===== src/design/mcu_pkg.sv =====
package mcu_pkg;

  // BRAM geometry
  localparam int ADDR_W    = 10;
  localparam int MEM_DEPTH = 1024;
  localparam int DATA_W    = 16;

  // One extra bit so a full-memory read length fits
  localparam int LEN_W = 11;

  // Word buffer between reader and framer
  localparam int FIFO_DEPTH = 8;
  localparam int PTR_W      = 3;
  localparam int LEVEL_W    = 4;

  typedef logic [ADDR_W-1:0]  addr_t;
  typedef logic [DATA_W-1:0]  word_t;
  typedef logic [LEN_W-1:0]   len_t;
  typedef logic [LEVEL_W-1:0] level_t;

  // Host command, captured on an accepted start
  typedef struct packed {
    addr_t base;
    len_t  length;
  } op_cmd_t;

  // One beat of the output stream
  typedef struct packed {
    word_t data;
    logic  last;
  } stream_beat_t;

  // Global operation state
  typedef enum logic [2:0] {
    OP_IDLE,
    OP_CHECK,
    OP_RUN,
    OP_DONE,
    OP_FAULT
  } op_state_t;

endpackage


===== src/design/op_control.sv =====
`timescale 1ns/10ps

module op_control (
  input  logic             clk,
  input  logic             rst,
  input  logic             start,
  input  mcu_pkg::op_cmd_t cmd,
  input  logic             frame_done,
  output logic             go,
  output mcu_pkg::op_cmd_t run_cmd,
  output logic             busy,
  output logic             complete,
  output logic             error
);

  mcu_pkg::op_state_t      state;
  mcu_pkg::op_cmd_t        cmd_q;
  logic [mcu_pkg::LEN_W:0] span;
  logic                    cmd_bad;

  // End of the requested window, one bit wider than a length
  assign span = {{(mcu_pkg::LEN_W + 1 - mcu_pkg::ADDR_W){1'b0}}, cmd_q.base} +
                {1'b0, cmd_q.length};

  assign cmd_bad = (cmd_q.length == '0) ||
                   (span > (mcu_pkg::LEN_W + 1)'(mcu_pkg::MEM_DEPTH));

  assign run_cmd = cmd_q;

  // Command is captured only when the FSM takes the start
  always_ff @(posedge clk) begin
    if (state == mcu_pkg::OP_IDLE && start) begin
      cmd_q <= cmd;
    end
  end

  always_ff @(posedge clk) begin
    if (rst) begin
      state    <= mcu_pkg::OP_IDLE;
      go       <= 1'b0;
      busy     <= 1'b0;
      complete <= 1'b0;
      error    <= 1'b0;
    end else begin
      // Pulses default low
      go       <= 1'b0;
      complete <= 1'b0;
      error    <= 1'b0;
      case (state)
        mcu_pkg::OP_IDLE: begin
          if (start) begin
            state <= mcu_pkg::OP_CHECK;
          end
        end
        mcu_pkg::OP_CHECK: begin
          busy <= 1'b1;
          if (cmd_bad) begin
            state <= mcu_pkg::OP_FAULT;
          end else begin
            state <= mcu_pkg::OP_RUN;
            go    <= 1'b1;
          end
        end
        mcu_pkg::OP_RUN: begin
          // Framer reports the handshake of the last word
          if (frame_done) begin
            state <= mcu_pkg::OP_DONE;
          end
        end
        mcu_pkg::OP_DONE: begin
          state    <= mcu_pkg::OP_IDLE;
          busy     <= 1'b0;
          complete <= 1'b1;
        end
        mcu_pkg::OP_FAULT: begin
          state <= mcu_pkg::OP_IDLE;
          busy  <= 1'b0;
          error <= 1'b1;
        end
        default: begin
          state <= mcu_pkg::OP_IDLE;
        end
      endcase
    end
  end

endmodule


===== src/design/bram_reader.sv =====
`timescale 1ns/10ps

module bram_reader (
  input  logic            clk,
  input  logic            rst,
  input  logic            go,
  input  mcu_pkg::addr_t  base,
  input  mcu_pkg::len_t   length,
  input  mcu_pkg::level_t free,
  output logic            bram_en,
  output mcu_pkg::addr_t  bram_addr,
  input  mcu_pkg::word_t  bram_rddata,
  output logic            push_valid,
  output mcu_pkg::word_t  push_data
);

  mcu_pkg::addr_t  next_addr;
  mcu_pkg::len_t   remaining;
  logic            rd_pending;
  mcu_pkg::level_t in_flight;
  logic            have_room;

  // Read latency is one cycle, so at most one read is outstanding
  assign in_flight = {{(mcu_pkg::LEVEL_W - 1){1'b0}}, rd_pending};

  // A slot must be left for every read that has not returned yet
  assign have_room = (free > in_flight);

  assign bram_en   = (remaining != '0) && have_room;
  assign bram_addr = next_addr;

  // Returned word goes straight into the FIFO
  assign push_valid = rd_pending;
  assign push_data  = bram_rddata;

  always_ff @(posedge clk) begin
    if (rst) begin
      remaining  <= '0;
      rd_pending <= 1'b0;
    end else begin
      rd_pending <= bram_en;
      if (go) begin
        remaining <= length;
      end else if (bram_en) begin
        remaining <= remaining - 1'b1;
      end
    end
  end

  // Address walks up from the base, one step per issued read
  always_ff @(posedge clk) begin
    if (rst) begin
      next_addr <= '0;
    end else if (go) begin
      next_addr <= base;
    end else if (bram_en) begin
      next_addr <= next_addr + 1'b1;
    end
  end

endmodule


===== src/design/word_fifo.sv =====
`timescale 1ns/10ps

module word_fifo (
  input  logic            clk,
  input  logic            rst,
  input  logic            push_valid,
  input  mcu_pkg::word_t  push_data,
  output mcu_pkg::level_t free,
  output logic            pop_valid,
  output mcu_pkg::word_t  pop_data,
  input  logic            pop_ready
);

  mcu_pkg::word_t              mem [mcu_pkg::FIFO_DEPTH];
  logic [mcu_pkg::PTR_W-1:0]   wr_ptr;
  logic [mcu_pkg::PTR_W-1:0]   rd_ptr;
  mcu_pkg::level_t             level;
  logic                        do_push;
  logic                        do_pop;

  // Upstream never pushes without room, see bram_reader
  assign do_push = push_valid;
  assign do_pop  = pop_valid && pop_ready;

  assign pop_valid = (level != '0);
  assign pop_data  = mem[rd_ptr];
  assign free      = mcu_pkg::LEVEL_W'(mcu_pkg::FIFO_DEPTH) - level;

  // Storage
  always_ff @(posedge clk) begin
    if (do_push) begin
      mem[wr_ptr] <= push_data;
    end
  end

  // Pointers wrap naturally at the power-of-two depth
  always_ff @(posedge clk) begin
    if (rst) begin
      wr_ptr <= '0;
      rd_ptr <= '0;
    end else begin
      if (do_push) begin
        wr_ptr <= wr_ptr + 1'b1;
      end
      if (do_pop) begin
        rd_ptr <= rd_ptr + 1'b1;
      end
    end
  end

  // Occupancy, push and pop in one cycle cancel out
  always_ff @(posedge clk) begin
    if (rst) begin
      level <= '0;
    end else begin
      case ({do_push, do_pop})
        2'b10:   level <= level + 1'b1;
        2'b01:   level <= level - 1'b1;
        default: level <= level;
      endcase
    end
  end

endmodule


===== src/design/stream_framer.sv =====
`timescale 1ns/10ps

module stream_framer (
  input  logic                  clk,
  input  logic                  rst,
  input  logic                  go,
  input  mcu_pkg::len_t         length,
  input  logic                  in_valid,
  input  mcu_pkg::word_t        in_data,
  output logic                  in_ready,
  output mcu_pkg::stream_beat_t out_beat,
  output logic                  out_valid,
  input  logic                  out_ready,
  output logic                  frame_done
);

  mcu_pkg::len_t remaining;
  logic          active;
  logic          xfer;

  assign active = (remaining != '0);

  // Handshake runs straight through while a frame is open
  assign out_valid = in_valid && active;
  assign in_ready  = out_ready && active;
  assign xfer      = out_valid && out_ready;

  assign out_beat.data = in_data;
  assign out_beat.last = (remaining == mcu_pkg::LEN_W'(1));

  // End of frame on acceptance of the last word
  assign frame_done = xfer && out_beat.last;

  always_ff @(posedge clk) begin
    if (rst) begin
      remaining <= '0;
    end else if (go) begin
      remaining <= length;
    end else if (xfer) begin
      remaining <= remaining - 1'b1;
    end
  end

endmodule


===== src/design/mem_stream_top.sv =====
`timescale 1ns/10ps

module mem_stream_top (
  input  logic                  clk,
  input  logic                  rst,
  input  logic                  start,
  input  mcu_pkg::op_cmd_t      cmd,
  output logic                  bram_en,
  output mcu_pkg::addr_t        bram_addr,
  input  mcu_pkg::word_t        bram_rddata,
  output mcu_pkg::stream_beat_t out_beat,
  output logic                  out_valid,
  input  logic                  out_ready,
  output logic                  busy,
  output logic                  complete,
  output logic                  error
);

  logic             go;
  mcu_pkg::op_cmd_t run_cmd;
  logic             frame_done;
  logic             push_valid;
  mcu_pkg::word_t   push_data;
  mcu_pkg::level_t  free;
  logic             fifo_valid;
  mcu_pkg::word_t   fifo_data;
  logic             fifo_ready;

  op_control op_control_inst (
    .clk        (clk),
    .rst        (rst),
    .start      (start),
    .cmd        (cmd),
    .frame_done (frame_done),
    .go         (go),
    .run_cmd    (run_cmd),
    .busy       (busy),
    .complete   (complete),
    .error      (error)
  );

  bram_reader bram_reader_inst (
    .clk         (clk),
    .rst         (rst),
    .go          (go),
    .base        (run_cmd.base),
    .length      (run_cmd.length),
    .free        (free),
    .bram_en     (bram_en),
    .bram_addr   (bram_addr),
    .bram_rddata (bram_rddata),
    .push_valid  (push_valid),
    .push_data   (push_data)
  );

  word_fifo word_fifo_inst (
    .clk        (clk),
    .rst        (rst),
    .push_valid (push_valid),
    .push_data  (push_data),
    .free       (free),
    .pop_valid  (fifo_valid),
    .pop_data   (fifo_data),
    .pop_ready  (fifo_ready)
  );

  stream_framer stream_framer_inst (
    .clk        (clk),
    .rst        (rst),
    .go         (go),
    .length     (run_cmd.length),
    .in_valid   (fifo_valid),
    .in_data    (fifo_data),
    .in_ready   (fifo_ready),
    .out_beat   (out_beat),
    .out_valid  (out_valid),
    .out_ready  (out_ready),
    .frame_done (frame_done)
  );

endmodule


===== config.mk =====
export PLATFORM = sky130hd
export DESIGN_NAME = mem_stream_top
export DESIGN_NICKNAME = d
export VERILOG_FILES = /design/src/design/mcu_pkg.sv /design/src/design/op_control.sv /design/src/design/bram_reader.sv /design/src/design/word_fifo.sv /design/src/design/stream_framer.sv /design/src/design/mem_stream_top.sv
export SDC_FILE = /design/constraint.sdc
export NUM_CORES = 1
export LEC_CHECK = 0
export BUFFER_PORTS_ARGS = -buffer_cell sky130_fd_sc_hd__buf_2
export CAP_MARGIN = 20
export CORE_ASPECT_RATIO = 1.5
export CORE_MARGIN = 3
export CORE_UTILIZATION = 50
export CTS_CLUSTER_SIZE = 25
export DETAILED_ROUTE_END_ITERATION = 10
export PLACE_DENSITY = 0.75
export SYNTH_ARGS = -nofsm -noshare
export SYNTH_HDL_FRONTEND = slang
export SYNTH_SLANG_ARGS = --single-unit

===== constraint.sdc =====
create_clock -name clk -period 4 [get_ports clk]
set_input_delay 0.4 -clock clk [delete_from_list [all_inputs] [get_ports clk]]
set_output_delay 0.4 -clock clk [all_outputs]
set_load 0.05 [all_outputs]

== Yosys cells after proc, flatten, opt, wreduce, memory -nomap -nowiden ==
Memory sizes are Yosys's and may differ from the RTL's. A register that Yosys moved wholly into a read port is not among the register bits.
Cells that the tools add are included.
W data, S select, Z words.

* Memories: 1
* Input bits: 41
* Logic and storage cells: 75
* Register bits: 71
* RAM bits: 128

* Reduce and logical (&&, ||, !) cells: 20
* Equality and inequality tests: 9
* Mux-type cells: 19
* Order comparisons: 2
* Add/sub/neg operators: 9
* Bitwise gates (word level): 1

{| class="wikitable"
|+ Memories
! memory !! depth !! width !! read ports !! clocked after Yosys merged registers in !! wr ports !! RTL line !! text
|-
| word_fifo_inst.mem || 8 || 16 || 1 || 1 || 1 || word_fifo.sv:14 || <nowiki>mcu_pkg::word_t mem [mcu_pkg::FIFO_DEPTH];</nowiki>
|}

{| class="wikitable"
|+ Operators with widths
! kind !! number
|-
| $mux W11 || 4
|-
| $reduce_bool A11 Y1 || 2
|-
| $sub A11 B1 Y11 const B || 2
|-
| $mux W10 || 2
|-
| $mux W3 || 5
|-
| $add A10 B11 Y12 || 1
|-
| $gt A12 B11 Y1 const B || 1
|-
| $eq A11 B1 Y1 const B || 1
|-
| $logic_not A11 Y1 || 1
|-
| $add A10 B1 Y10 const B || 1
|-
| $pmux W3 S3 || 1
|-
| $pmux W4 S2 || 1
|-
| $reduce_bool A2 Y1 || 4
|-
| $logic_and A1 B1 Y1 || 7
|-
| $add A3 B1 Y3 const B || 2
|-
| $eq A3 B2 Y1 const B || 2
|-
| $mux W1 || 5
|-
| $add A4 B1 Y4 const B || 1
|-
| $gt A4 B1 Y1 || 1
|-
| $ne A2 B2 Y1 const B || 2
|-
| $reduce_bool A4 Y1 || 1
|-
| $reduce_or A2 Y1 || 2
|-
| $sub A4 B1 Y4 const B || 1
|-
| $sub A4 B4 Y4 const A || 1
|-
| other kinds (9) || 9
|}

== Logic depth before layout (Yosys ltp) ==
Gate-level depths: netlist of run 1.

* Depth after elaboration: 6
* Mapped depth: 13
* Gate-level depth less buffers: 12

== By module ==
A second synthesis of run 1 with hierarchy kept.

* Cells, all modules: 678
* Area, all modules: 9414.0 um^2

{| class="wikitable"
|+ By module, submodules not included
! module !! times used !! area an instance (um^2) !! cells an instance
|-
| word_fifo || 1 || 5591.6 || 264
|-
| bram_reader || 1 || 1500.2 || 182
|-
| op_control || 1 || 1480.2 || 127
|-
| stream_framer || 1 || 842.1 || 105
|}

== Worst setup path before layout of run 1 ==
No wires, ideal clock.

* Kind: register to register
* Start point: register stream_framer_inst.remaining[3]
* End point: register word_fifo_inst.level[3]
* Data required time: 3.929 ns
* Arrival: 2.756 ns
* Setup slack: 1.173 ns
* Stages on the path, launching flop included: 12
* Clock period less this slack: 2.827 ns
* Cells stage by stage: dfxtp_1 > or4_4 > nor4b_4 > a31oi_1 > buf_6 > ha_1 > ha_1 > a21o_1 > a21oi_1 > xnor2_1 > or3_1 > a21oi_1

* Longest elaborated chain between the ends: 5

{| class="wikitable"
|+ Ends and longest elaborated chain
! element !! RTL line !! text
|-
| from (decl) || stream_framer.sv:17 || <nowiki>mcu_pkg::len_t remaining;</nowiki>
|-
| from (signal assigned) || stream_framer.sv:38 || <nowiki>remaining <= length;</nowiki>
|-
| from (signal assigned) || stream_framer.sv:40 || <nowiki>remaining <= remaining - 1'b1;</nowiki>
|-
| $reduce_bool A11 Y1 * || stream_framer.sv:21 || <nowiki>assign active = (remaining != '0);</nowiki>
|-
| $logic_and A1 B1 Y1 * || stream_framer.sv:25 || <nowiki>assign in_ready = out_ready && active;</nowiki>
|-
| $logic_and A1 B1 Y1 * || word_fifo.sv:23 || <nowiki>assign do_pop = pop_valid && pop_ready;</nowiki>
|-
| named net word_fifo_inst.do_pop || word_fifo.sv:19 || <nowiki>logic do_pop;</nowiki>
|-
| $eq A2 B1 Y1 or $eq A2 B2 Y1 (tied branches) || word_fifo.sv:56 || <nowiki>case ({do_push, do_pop})</nowiki>
|-
| $pmux W4 S2 or $reduce_bool A2 Y1 (tied branches) || -- ||
|-
| to (signal assigned) || word_fifo.sv:57 || <nowiki>2'b10: level <= level + 1'b1;</nowiki>
|-
| to (signal assigned) || word_fifo.sv:58 || <nowiki>2'b01: level <= level - 1'b1;</nowiki>
|-
| to (signal assigned) || word_fifo.sv:59 || <nowiki>default: level <= level;</nowiki>
|-
| to (decl) || word_fifo.sv:17 || <nowiki>mcu_pkg::level_t level;</nowiki>
|}

The timed path passes the listed nets; every way through them passes the cells marked *.
A chain may end at the register's enable or synchronous reset.

== Worst setup path after layout of run 1 ==
* Start point: register word_fifo_inst.level[0]
* End point: output bram_en

* Longest elaborated chain between the ends: 3

{| class="wikitable"
|+ Ends and longest elaborated chain
! element !! RTL line !! text
|-
| $sub A4 B4 Y4 || word_fifo.sv:27 || <nowiki>assign free = mcu_pkg::LEVEL_W'(mcu_pkg::FIFO_DEPTH) - level;</nowiki>
|-
| $gt A4 B1 Y1 || bram_reader.sv:27 || <nowiki>assign have_room = (free > in_flight);</nowiki>
|-
| $logic_and A1 B1 Y1 || bram_reader.sv:29 || <nowiki>assign bram_en = (remaining != '0) && have_room;</nowiki>
|-
| to (decl) || mem_stream_top.sv:8 || <nowiki>output logic bram_en,</nowiki>
|}

No other way between the ends.

==> results of run 1 <==
path summary, 6_finish.rpt:
path                                                  endpoint                       startpoint  slack [ns]
worst max register to register         word_fifo_inst.level[3]  stream_framer_inst.remaining[3]        1.12
worst max-delay path                                   bram_en          word_fifo_inst.level[0]        0.95
worst min-delay path                op_control_inst.run_cmd[3]                           cmd[3]         0.1
worst min register to register  bram_reader_inst.remaining[10]   bram_reader_inst.remaining[10]        0.49
flip-flops by register name (all words and copies together) (netlist names), named ones only:
register	flops
op_control_inst.go	1
op_control_inst.busy	1
op_control_inst.error	1
op_control_inst.state	3
op_control_inst.run_cmd	21
word_fifo_inst.level	4
bram_reader_inst.bram_addr	10
word_fifo_inst.mem	128
bram_reader_inst.push_valid	1
op_control_inst.complete	1
stream_framer_inst.remaining	11
bram_reader_inst.remaining	11
word_fifo_inst.rd_ptr	3
word_fifo_inst.wr_ptr	3
cells in the final DEF, fill, tap and decap left out, types with 7 or more instances in the layout:
cell type / synthesis / final
a21boi_0: 12 / 12
ha_1: 22 / 22
o21ai_0: 10 / 10
edfxtp_1: 149 / 149
nand2_1: 27 / 27
mux4_2: 32 / 32
nor2_1: 44 / 38
a211oi_1: 11 / 11
nand2b_1: 10 / 10
a21oi_1: 22 / 22
dfxtp_1: 53 / 51
a31oi_1: 7 / 7
xnor2_1: 24 / 24
buf_2: 5 / 72
nor4_1: 9 / 9
mux2_2: 16 / 16
xor2_1: 13 / 13
inv_1: 24 / 24
clkbuf_16: 0 / 19
a21o_1: 8 / 8
nor3_1: 10 / 8
or3_1: 9 / 9
power by group:
part | total (uW) | switching, uW | internal, uW
Clock | 1920 | 770 | 1150
Sequential | 2790 | 238 | 2550
Combinational | 2340 | 1390 | 943
routing by layer:
metal | share of wire | vias up
li1 | - | 2382
met1 | 0.38 | 2422
met2 | 0.55 | 120
met3 | 0.043 | 36
met4 | 0.029 | 0
met5 | 0 | -
per-stage QoR:
step                      utilization  hold WS, ns
after CTS                       0.588       0.0792
after global placement          0.548        0.443
final                           0.589       0.0988
after detailed placement        0.548        0.479
after global routing            0.589       0.0743
after floorplan                     -        0.451
cells by family after synthesis:
logic type / synth area share
AOI/OAI and AO/OA: 0.0671
xor gates and xnor gates: 0.0376
adders and majority gates: 0.0366
buffers and inverters: 0.0216
DFF: 0.642
muxes: 0.109
and+or+nand+nor: 0.0858
cell type report:
class | count | share of cell area
repair buffers | 78 | 0.0429
inverters | 24 | 0.00908
multi-input cells | 338 | 0.296
clock inverters | 13 | 0.0190
flip-flops and latches | 202 | 0.558
clock buffers | 20 | 0.0483
well taps | 210 | 0.0265
critical path, cell delays in order (launching register included):
cell	delay (ns)
dfxtp_1	0.36
inv_1	0.14
ha_1	0.17
or2b_2	0.34
o31ai_1	0.24
nand3_1	0.15
o21ai_2	0.20
inv_1	0.29
buf_2	0.29
==> qor.csv, run 1 <==
stage,metric,value,unit
status,status,completed,
drt,vias,4960,
place,place_congestion,0.855,
clock_network,clk_latency,0.48,ns
logic_synthesis,yosysTopAreaCell,edfxtp_1,
setup_path,crit_arrival,2.65,ns
timing,fin_tns_setup,0,ns
floorplan,coreArea,0.0168,mm^2
worst_hold_path,hp-class,in -> reg,
setup_path,critPathMaxFanout,11,
clock_network,post_cts_buffers,0,
global_route,grtUsageMet3,0.0236,
logic_synthesis,synth_area_leaders,"edfxtp_1 52%, dfxtp_1 12%, mux4_2 8.4%",
logic_synthesis,postSynthCellCount,586,
power,peakVddDrop,0.509,mV
drt,vias_per_cell,5.60,
setup_path,critPathKind,reg -> out,
clock_network,cts_hold_buf,0,
drt,detail_route.wirelength,16400,um
setup_path,cp.required,3.60,ns
logic_synthesis,ys_top_cells_by_count,"149 x edfxtp_1, 53 x dfxtp_1, 44 x nor2_1",
timing,hold_viol_final,0,
timing,slew_headroom,0.272,
power,power_density,709,mW/mm^2
place,portBuffers,72,
clock_network,htreeDepth,1,
place,dp_hpwl,11100,um
global_route,grt_pass1_wl,27100,um
logic_synthesis,synth_edf_count,149,
clock_network,root_buffer,clkbuf_16,
clock_network,cts_resized,0,
global_route,grt_overflow_total,0,
clock_network,clock_sinks,202,
floorplan,initial_core_util,0.512,
place,pre_cts_ws,1.15,ns
logic_synthesis,synth_ff_type,edfxtp_1,
floorplan,rows,58,
logic_synthesis,synth_fp_nets,651,
logic_synthesis,synth_top_area_frac,0.519,
global_route,grtUsageMet1,0.201,
global_route,grt_usage,0.177,
logic_synthesis,syn_area,0.00862,mm^2
global_route,gr-max-usage-layer,met2,
cells_and_area,n_antenna_cell,0,
timing,slew_viol_final,0,
cells_and_area,design_area,0.00992,mm^2
logic_synthesis,ys_seq_area_frac,0.642,
timing,rsz0062_at_grt,no,
logic_synthesis,synth_cell_types,52,
timing,min_period,3.05,ns
drt,drt_pass1_iterations,5,
logic_synthesis,synth_most_common_cell,edfxtp_1,
floorplan,die_w,113,um
timing,worst_pin_slew,1.09,ns
setup_path,end_kind,primary output,
clock_network,cts_tree,done,
timing,fin_skew,0.0173,ns
clock_network,cts_made_buffers,19,
drt,ant_nets,0,
drt,drc,0,
cells_and_area,layout-drive-gt1-share,0.264,
setup_path,worst_r2r_path_depth,10,
cells_and_area,syn_to_final_growth,15.1,%
place,place_area,0.00923,mm^2
timing,fin_crit_sh,0.762,
cells_and_area,final_cells,885,
timing,timing.fmax,0.328,GHz
drt,first_iter_violations,326,
run,drv_cap,0,
global_route,grt_pass1_vias,5352,
global_route,grt_max_degree,45,
worst_hold_path,hold-path-cell-count,1,
cells_and_area,nets,728,
timing,setup_violations,0,
logic_synthesis,syn_avg_cell_area,14.7,um^2
cells_and_area,multi_input_area,0.00294,mm^2
global_route,grt_util_met2,0.336,
global_route,antenna_found_initial,0,
power,p_leak,0.00351,uW
floorplan,die_y,167,um
power,totalPowerFinal,7040,uW
floorplan,num_io_pins,73,
drt,drt-wirelength-per-cell,18.5,um
floorplan,die_area,0.0189,mm^2
cells_and_area,regArea,0.00554,mm^2
place,dp_cells,851,
cells_and_area,fillers,1301,
logic_synthesis,ys_warn_count,0,
timing,setup_ws,0.953,ns
setup_path,startpoint_type,flip-flop,
clock_network,cts_buffer_depth,3,
clock_network,path_clk_slew,0.07,ns
logic_synthesis,async_reset_ff_frac,0,
logic_synthesis,synth_seq_cells,202,
Note: power is estimated with default switching activity, not from simulation.
==> inputs of run 2 (changes only) <==
==> constraint.sdc (replaced) <==
create_clock -name clk -period 2.9 [get_ports clk]
set_input_delay 0.29 -clock clk [delete_from_list [all_inputs] [get_ports clk]]
set_output_delay 0.29 -clock clk [all_outputs]
set_load 0.05 [all_outputs]
==> qor.csv, run 2 (synthesis results as in run 1) <==
stage,metric,value,unit,change
clock_network,cts_buffer_depth,3,,unchanged
floorplan,coreArea,0.0168,mm^2,unchanged
floorplan,die_area,0.0189,mm^2,unchanged
drt,first_iter_violations,274,,-16%
clock_network,clock_sinks,202,,unchanged
place,place_congestion,0.834,,-2.5%
cells_and_area,syn_to_final_growth,17.7,%,
setup_path,worst_r2r_endpoint,word_fifo_inst.level[3],,
cells_and_area,largest_register_ffs,128,,unchanged
power,clkPwrFrac,0.245,,-0.027
timing,worst_pin_slew,0.824,ns,-0.267 ns
timing,fin_skew,0.0147,ns,-0.00262 ns
cells_and_area,regMostFlops,word_fifo_inst.mem,,
worst_hold_path,hold-path-cell-count,1,,unchanged
setup_path,critPathMaxFanout,4,,-7
setup_path,worst-path-buf-inv,0,,-3
floorplan,die_w,113,um,unchanged
floorplan,rows,58,,unchanged
timing,setup_violations,0,,unchanged
setup_path,r2r_start,stream_framer_inst.remaining[4],,
global_route,grt_pass1_wl,28200,um,+4.1%
timing,rsz0062_at_grt,no,,
setup_path,end_kind,flip-flop,,
place,dp_cells,864,,+1.5%
global_route,grt_max_degree,45,,unchanged
cells_and_area,nets,763,,+4.8%
setup_path,crit_arrival,3.18,ns,+0.53 ns
setup_path,rrSetupSlack,0.13,ns,-0.99 ns
run,drv_cap,0,,unchanged
setup_path,slowest_stage,or4_4,,
power,seqPwrFrac,0.393,,-0.003
drt,drt_pass1_iterations,4,,-1
place,portBuffers,72,,unchanged
setup_path,critical-path-top-delay-family,simple AND/OR/NAND/NOR gates,,
power,p_leak,0.00362,uW,+3.3%
drt,vias_per_cell,5.55,,-1.0%
place,pre_cts_ws,0.0172,ns,-1.13 ns
power,p_sw,3350,uW,+39%
global_route,grt_usage,0.186,,+0.00857
power,combPwrFrac,0.362,,+0.030
timing,slew_viol_final,0,,unchanged
power,power.internal,6280,uW,+35%
power,p_sw_frac,0.348,,+0.00653
timing,setup_ws,0.127,ns,-0.826 ns
clock_network,cts_made_buffers,20,,+1
timing,hold_viol_final,0,,unchanged
setup_path,critPathKind,reg -> reg,,
drt,drt-wirelength-per-cell,18.8,um,+1.3%
worst_hold_path,min_to,word_fifo_inst.mem[7][0],,
cells_and_area,layout-drive-gt1-share,0.260,,-0.00387
floorplan,die_y,167,um,unchanged
drt,ant_nets,0,,unchanged
global_route,grt_overflow_total,0,,unchanged
power,power_density,949,mW/mm^2,+34%
power,totalPowerFinal,9630,uW,+37%
cells_and_area,final_cells,922,,+4.2%
clock_network,root_buffer,clkbuf_16,,
cells_and_area,n_antenna_cell,0,,unchanged
cells_and_area,final_common_cell,edfxtp_1,,
clock_network,clk_latency,0.49,ns,about the same
timing,fin_tns_setup,0,ns,unchanged
status,status,completed,,
timing,fin_crit_sh,0.956,,
worst_hold_path,hp-class,in -> reg,,
cells_and_area,layout_common_cells,"149 x edfxtp_1, 71 x buf_2, 52 x dfxtp_1",,
timing,min_period,2.77,ns,
worst_hold_path,hold_start,bram_rddata[0],,
clock_network,path_clk_slew,0.06,ns,about the same
timing,slew_headroom,0.451,,+0.179
global_route,antenna_found_initial,0,,unchanged
clock_network,cts_tree,done,,
floorplan,num_io_pins,73,,unchanged
setup_path,max_stage_delay,0.56,ns,+0.20 ns
setup_path,worst_r2r_path_depth,10,,unchanged
floorplan,initial_core_util,0.512,,unchanged
drt,detail_route.wirelength,17300,um,+5.5%
setup_path,path_cells,"or4_4, nor4b_4, a31oi_2, ha_2, ha_1, a21o_1, a21oi_2, xnor2_1, or3_1, a21oi_1",,
global_route,grt_pass1_vias,5574,,+4.1%
timing,timing.fmax,0.361,GHz,
setup_path,startpoint_type,flip-flop,,
clock_network,htreeDepth,1,,unchanged
drt,vias,5115,,+3.1%
setup_path,cp.required,3.31,ns,-0.29 ns
place,dp_hpwl,11500,um,+4.3%
drt,drc,0,,unchanged
power,peakVddDrop,0.822,mV,+61%
==> run 2: what timing repair did <==
item,in CTS,in global routing
gates cloned,0,0
resized for setup,0,8
setup endpoints to repair,1,2
buffers inserted,1,0
pin swaps,1,3
hold buffers,21,0
hold endpoints to repair,21,0
==> run 2: layer usage <==
| metal | part of all wire | wire, um | GRT usage |
|---|---|---|---|
| met1 | 0.37 | 6380 | 0.202 |
| met2 | 0.55 | 9600 | 0.359 |
| met3 | 0.046 | 788 | 0.0273 |
| met4 | 0.032 | 548 | 0.0638 |
| met5 | 0 | 0 | 0 |
==> run 2: stage by stage <==
stage | utilization | area, um^2 | hold slack [ns]
after floorplan | - | 8620 | 0.389
after global placement | 0.553 | 9310 | 0.440
after detailed placement | 0.553 | 9310 | 0.467
after CTS | 0.602 | 10100 | 0.0525
after global routing | 0.603 | 10100 | 0.0662
final | 0.603 | 10100 | 0.0695
==> run 2: final cells by class <==
type / count / area (um^2)
Inverter: 24 / 90.1
Clock inverter: 9 / 51.3
Tap cell: 210 / 263
Multi-Input combinational cell: 338 / 2930
Sequential cell: 202 / 5540
Timing Repair Buffer: 112 / 728
Fill cell: 1279 / 6690
Clock buffer: 27 / 548
==> run 2: power by group through the flow <==
| stage | Combinational, uW | Sequential, uW | Clock [uW] |
|---|---|---|---|
| detailed placement | 3390 | 3840 | 0 |
| finish | 3480 | 3780 | 2360 |
| floorplan | 2590 | 3830 | 0 |
| global route | 3800 | 3830 | 2540 |
| global placement | 3290 | 3810 | 0 |
| CTS | 3480 | 3780 | 2420 |
==> run 2: worst max-delay path by stage <==
stage / from / endpoint / slack (ns) / cells past startpoint
floorplan: stream_framer_inst.remaining[3] / word_fifo_inst.level[3] / 0.07 / 11
global placement: stream_framer_inst.remaining[3] / word_fifo_inst.level[3] / 0.1 / 10
detailed placement: stream_framer_inst.remaining[3] / word_fifo_inst.level[3] / 0.02 / 10
CTS: stream_framer_inst.remaining[3] / word_fifo_inst.level[3] / 0.03 / 10
global route: word_fifo_inst.level[0] / bram_en / 0.008 / 9
finish: stream_framer_inst.remaining[4] / word_fifo_inst.level[3] / 0.13 / 10
==> inputs of run 3 (changes only) <==
--- a/config.mk
+++ b/config.mk
@@ -7,7 +7,7 @@
 export LEC_CHECK = 0
 export BUFFER_PORTS_ARGS = -buffer_cell sky130_fd_sc_hd__buf_2
 export CAP_MARGIN = 20
-export CORE_ASPECT_RATIO = 1.5
+export CORE_ASPECT_RATIO = 0.9
 export CORE_MARGIN = 3
 export CORE_UTILIZATION = 50
 export CTS_CLUSTER_SIZE = 25
==> qor.csv, run 3 (synthesis results as in run 1) <==
stage,metric,value,unit,change
status,status,completed,,
cells_and_area,regMostFlops,word_fifo_inst.mem,,
timing,min_period,2.76,ns,-0.0109 ns
clock_network,cts_buffer_depth,3,,unchanged
setup_path,slowest_stage,or4_4,,
global_route,grt_max_degree,45,,unchanged
place,dp_hpwl,10900,um,-5.4%
drt,met1Wirelength,7490,um,+17%
drt,drt_pass1_iterations,5,,+1
setup_path,critPathMaxFanout,4,,unchanged
setup_path,worst-path-buf-inv,0,,unchanged
floorplan,num_io_pins,73,,unchanged
worst_hold_path,hp-class,in -> reg,,
place,portBuffers,72,,unchanged
drt,vias_per_cell,5.67,,+2.3%
timing,fin_tns_setup,0,ns,unchanged
clock_network,root_buffer,clkbuf_16,,
floorplan,die_y,131,um,-22%
clock_network,clock_sinks,202,,unchanged
power,peakVddDrop,0.587,mV,-29%
cells_and_area,syn_to_final_growth,18.7,%,
power,clkPwrFrac,0.256,,+0.011
floorplan,die_area,0.0189,mm^2,-0.16%
power,power.internal,6450,uW,+2.7%
global_route,grt_pass1_wl,28100,um,-0.32%
cells_and_area,regArea,0.00554,mm^2,about the same
timing,slew_headroom,0.446,,-0.00494
clock_network,htreeDepth,1,,unchanged
global_route,grt_overflow_total,0,,unchanged
setup_path,critPathKind,reg -> reg,,
global_route,antenna_found_initial,0,,unchanged
power,totalPowerFinal,9860,uW,+2.5%
power,power_density,964,mW/mm^2,+1.6%
drt,ant_nets,0,,unchanged
setup_path,end_kind,flip-flop,,
power,p_sw_frac,0.346,,-0.00178
timing,setup_violations,0,,unchanged
drt,route.top_layer_used,met4,,
floorplan,initial_core_util,0.522,,+0.00993
cells_and_area,final_common_cell,edfxtp_1,,
clock_network,clk_latency,0.50,ns,about the same
setup_path,max_stage_delay,0.58,ns,+0.02 ns
timing,hold_viol_final,0,,unchanged
run,drv_cap,0,,unchanged
clock_network,cts_made_buffers,21,,+5.0%
drt,first_iter_violations,328,,+20%
place,place_congestion,0.925,,+11%
floorplan,die_w,144,um,+28%
cells_and_area,nets,767,,+0.52%
power,p_leak,0.00366,uW,+1.2%
power,combPwrFrac,0.359,,-0.003
floorplan,rows,44,,-24%
setup_path,cp.required,3.33,ns,+0.02 ns
drt,drc,0,,unchanged
timing,fin_crit_sh,0.953,,-0.00375
timing,timing.fmax,0.362,GHz,+0.39%
setup_path,path_cells,"or4_4, nor4b_4, a31oi_1, ha_2, ha_1, a21o_1, a21oi_2, xnor2_1, or3_1, a21oi_1",,
cells_and_area,layout-drive-gt1-share,0.274,,+0.0139
cells_and_area,multi_input_area,0.00295,mm^2,+0.64%
setup_path,startpoint_type,flip-flop,,
drt,detail_route.wirelength,17400,um,+0.45%
setup_path,critical-path-top-delay-family,simple AND/OR/NAND/NOR gates,,
global_route,grt_usage,0.191,,+0.00548
power,seqPwrFrac,0.385,,-0.008
cells_and_area,fillers,1175,,-8.1%
cells_and_area,n_antenna_cell,0,,unchanged
cells_and_area,layout_common_cells,"149 x edfxtp_1, 71 x buf_2, 50 x dfxtp_1",,
drt,dr_wl_met3,933,um,+18%
floorplan,coreArea,0.0165,mm^2,-1.9%
cells_and_area,largest_register_ffs,128,,unchanged
drt,drt-wirelength-per-cell,18.8,um,+0.34%
timing,worst_pin_slew,0.831,ns,+0.00741 ns
drt,met2_length,8560,um,-11%
drt,vias,5238,,+2.4%
clock_network,path_clk_slew,0.06,ns,about the same
power,p_sw,3410,uW,+1.9%
timing,fin_skew,0.0121,ns,-0.00260 ns
global_route,grt_pass1_vias,5485,,-1.6%
setup_path,crit_arrival,3.19,ns,about the same
timing,slew_viol_final,0,,unchanged
clock_network,cts_tree,done,,
[run 3: cell type report]
| class | instances | area share |
|---|---|---|
| Tap cell | 207 | 0.0253 |
| Clock buffer | 26 | 0.0542 |
| Inverter | 24 | 0.00880 |
| Sequential cell | 202 | 0.541 |
| Timing Repair Buffer | 115 | 0.0734 |
| Clock inverter | 11 | 0.00880 |
| Multi-Input combinational cell | 338 | 0.288 |
[run 3: timing repair]
action | in CTS | in global routing
endpoints found under the hold margin | 21 | 0
pin swaps | 1 | 8
hold buffers | 21 | 0
gates resized for setup | 1 | 11
setup buffers | 2 | 2
cloned | 0 | 0
setup endpoints to repair | 1 | 2
[run 3: power groups by stage]
stage	clock network, uW	registers, uW	logic (uW)
after floorplan	0	3830	2590
after global placement	0	3810	3280
after detailed placement	0	3840	3390
after CTS	2570	3780	3500
after global routing	2690	3850	3870
final	2520	3800	3540
[run 3: per-stage QoR]
step / instances / worst slack (ns) / util / cell area (um^2) / hold slack [ns]
global route: 923 / -0.0311 / 0.620 / 10200 / 0.0573
global placement: 861 / 0.180 / 0.563 / 9310 / 0.439
CTS: 921 / 0.0145 / 0.617 / 10200 / 0.0377
floorplan: 586 / 0.0734 / - / 8620 / 0.389
detailed placement: 861 / 0.0708 / 0.563 / 9310 / 0.468
finish: 923 / 0.138 / 0.620 / 10200 / 0.0550
[run 3: final timing paths]
kind                                                       from                         to  slack, ns  cells after the start
worst min register to register             op_control_inst.busy       op_control_inst.busy       0.48                      2
worst max register to register  stream_framer_inst.remaining[6]    word_fifo_inst.level[3]       0.14                     10
worst min-delay path                            bram_rddata[10]  word_fifo_inst.mem[3][10]       0.06                      1
worst max-delay path            stream_framer_inst.remaining[6]    word_fifo_inst.level[3]       0.14                     10
[run 3: routing by layer]
metal | up-vias | track usage
met2 | 144 | 0.321
met3 | 30 | 0.0357
met1 | 2605 | 0.256
li1 | 2459 | -
met5 | - | 0
met4 | 0 | 0.0587
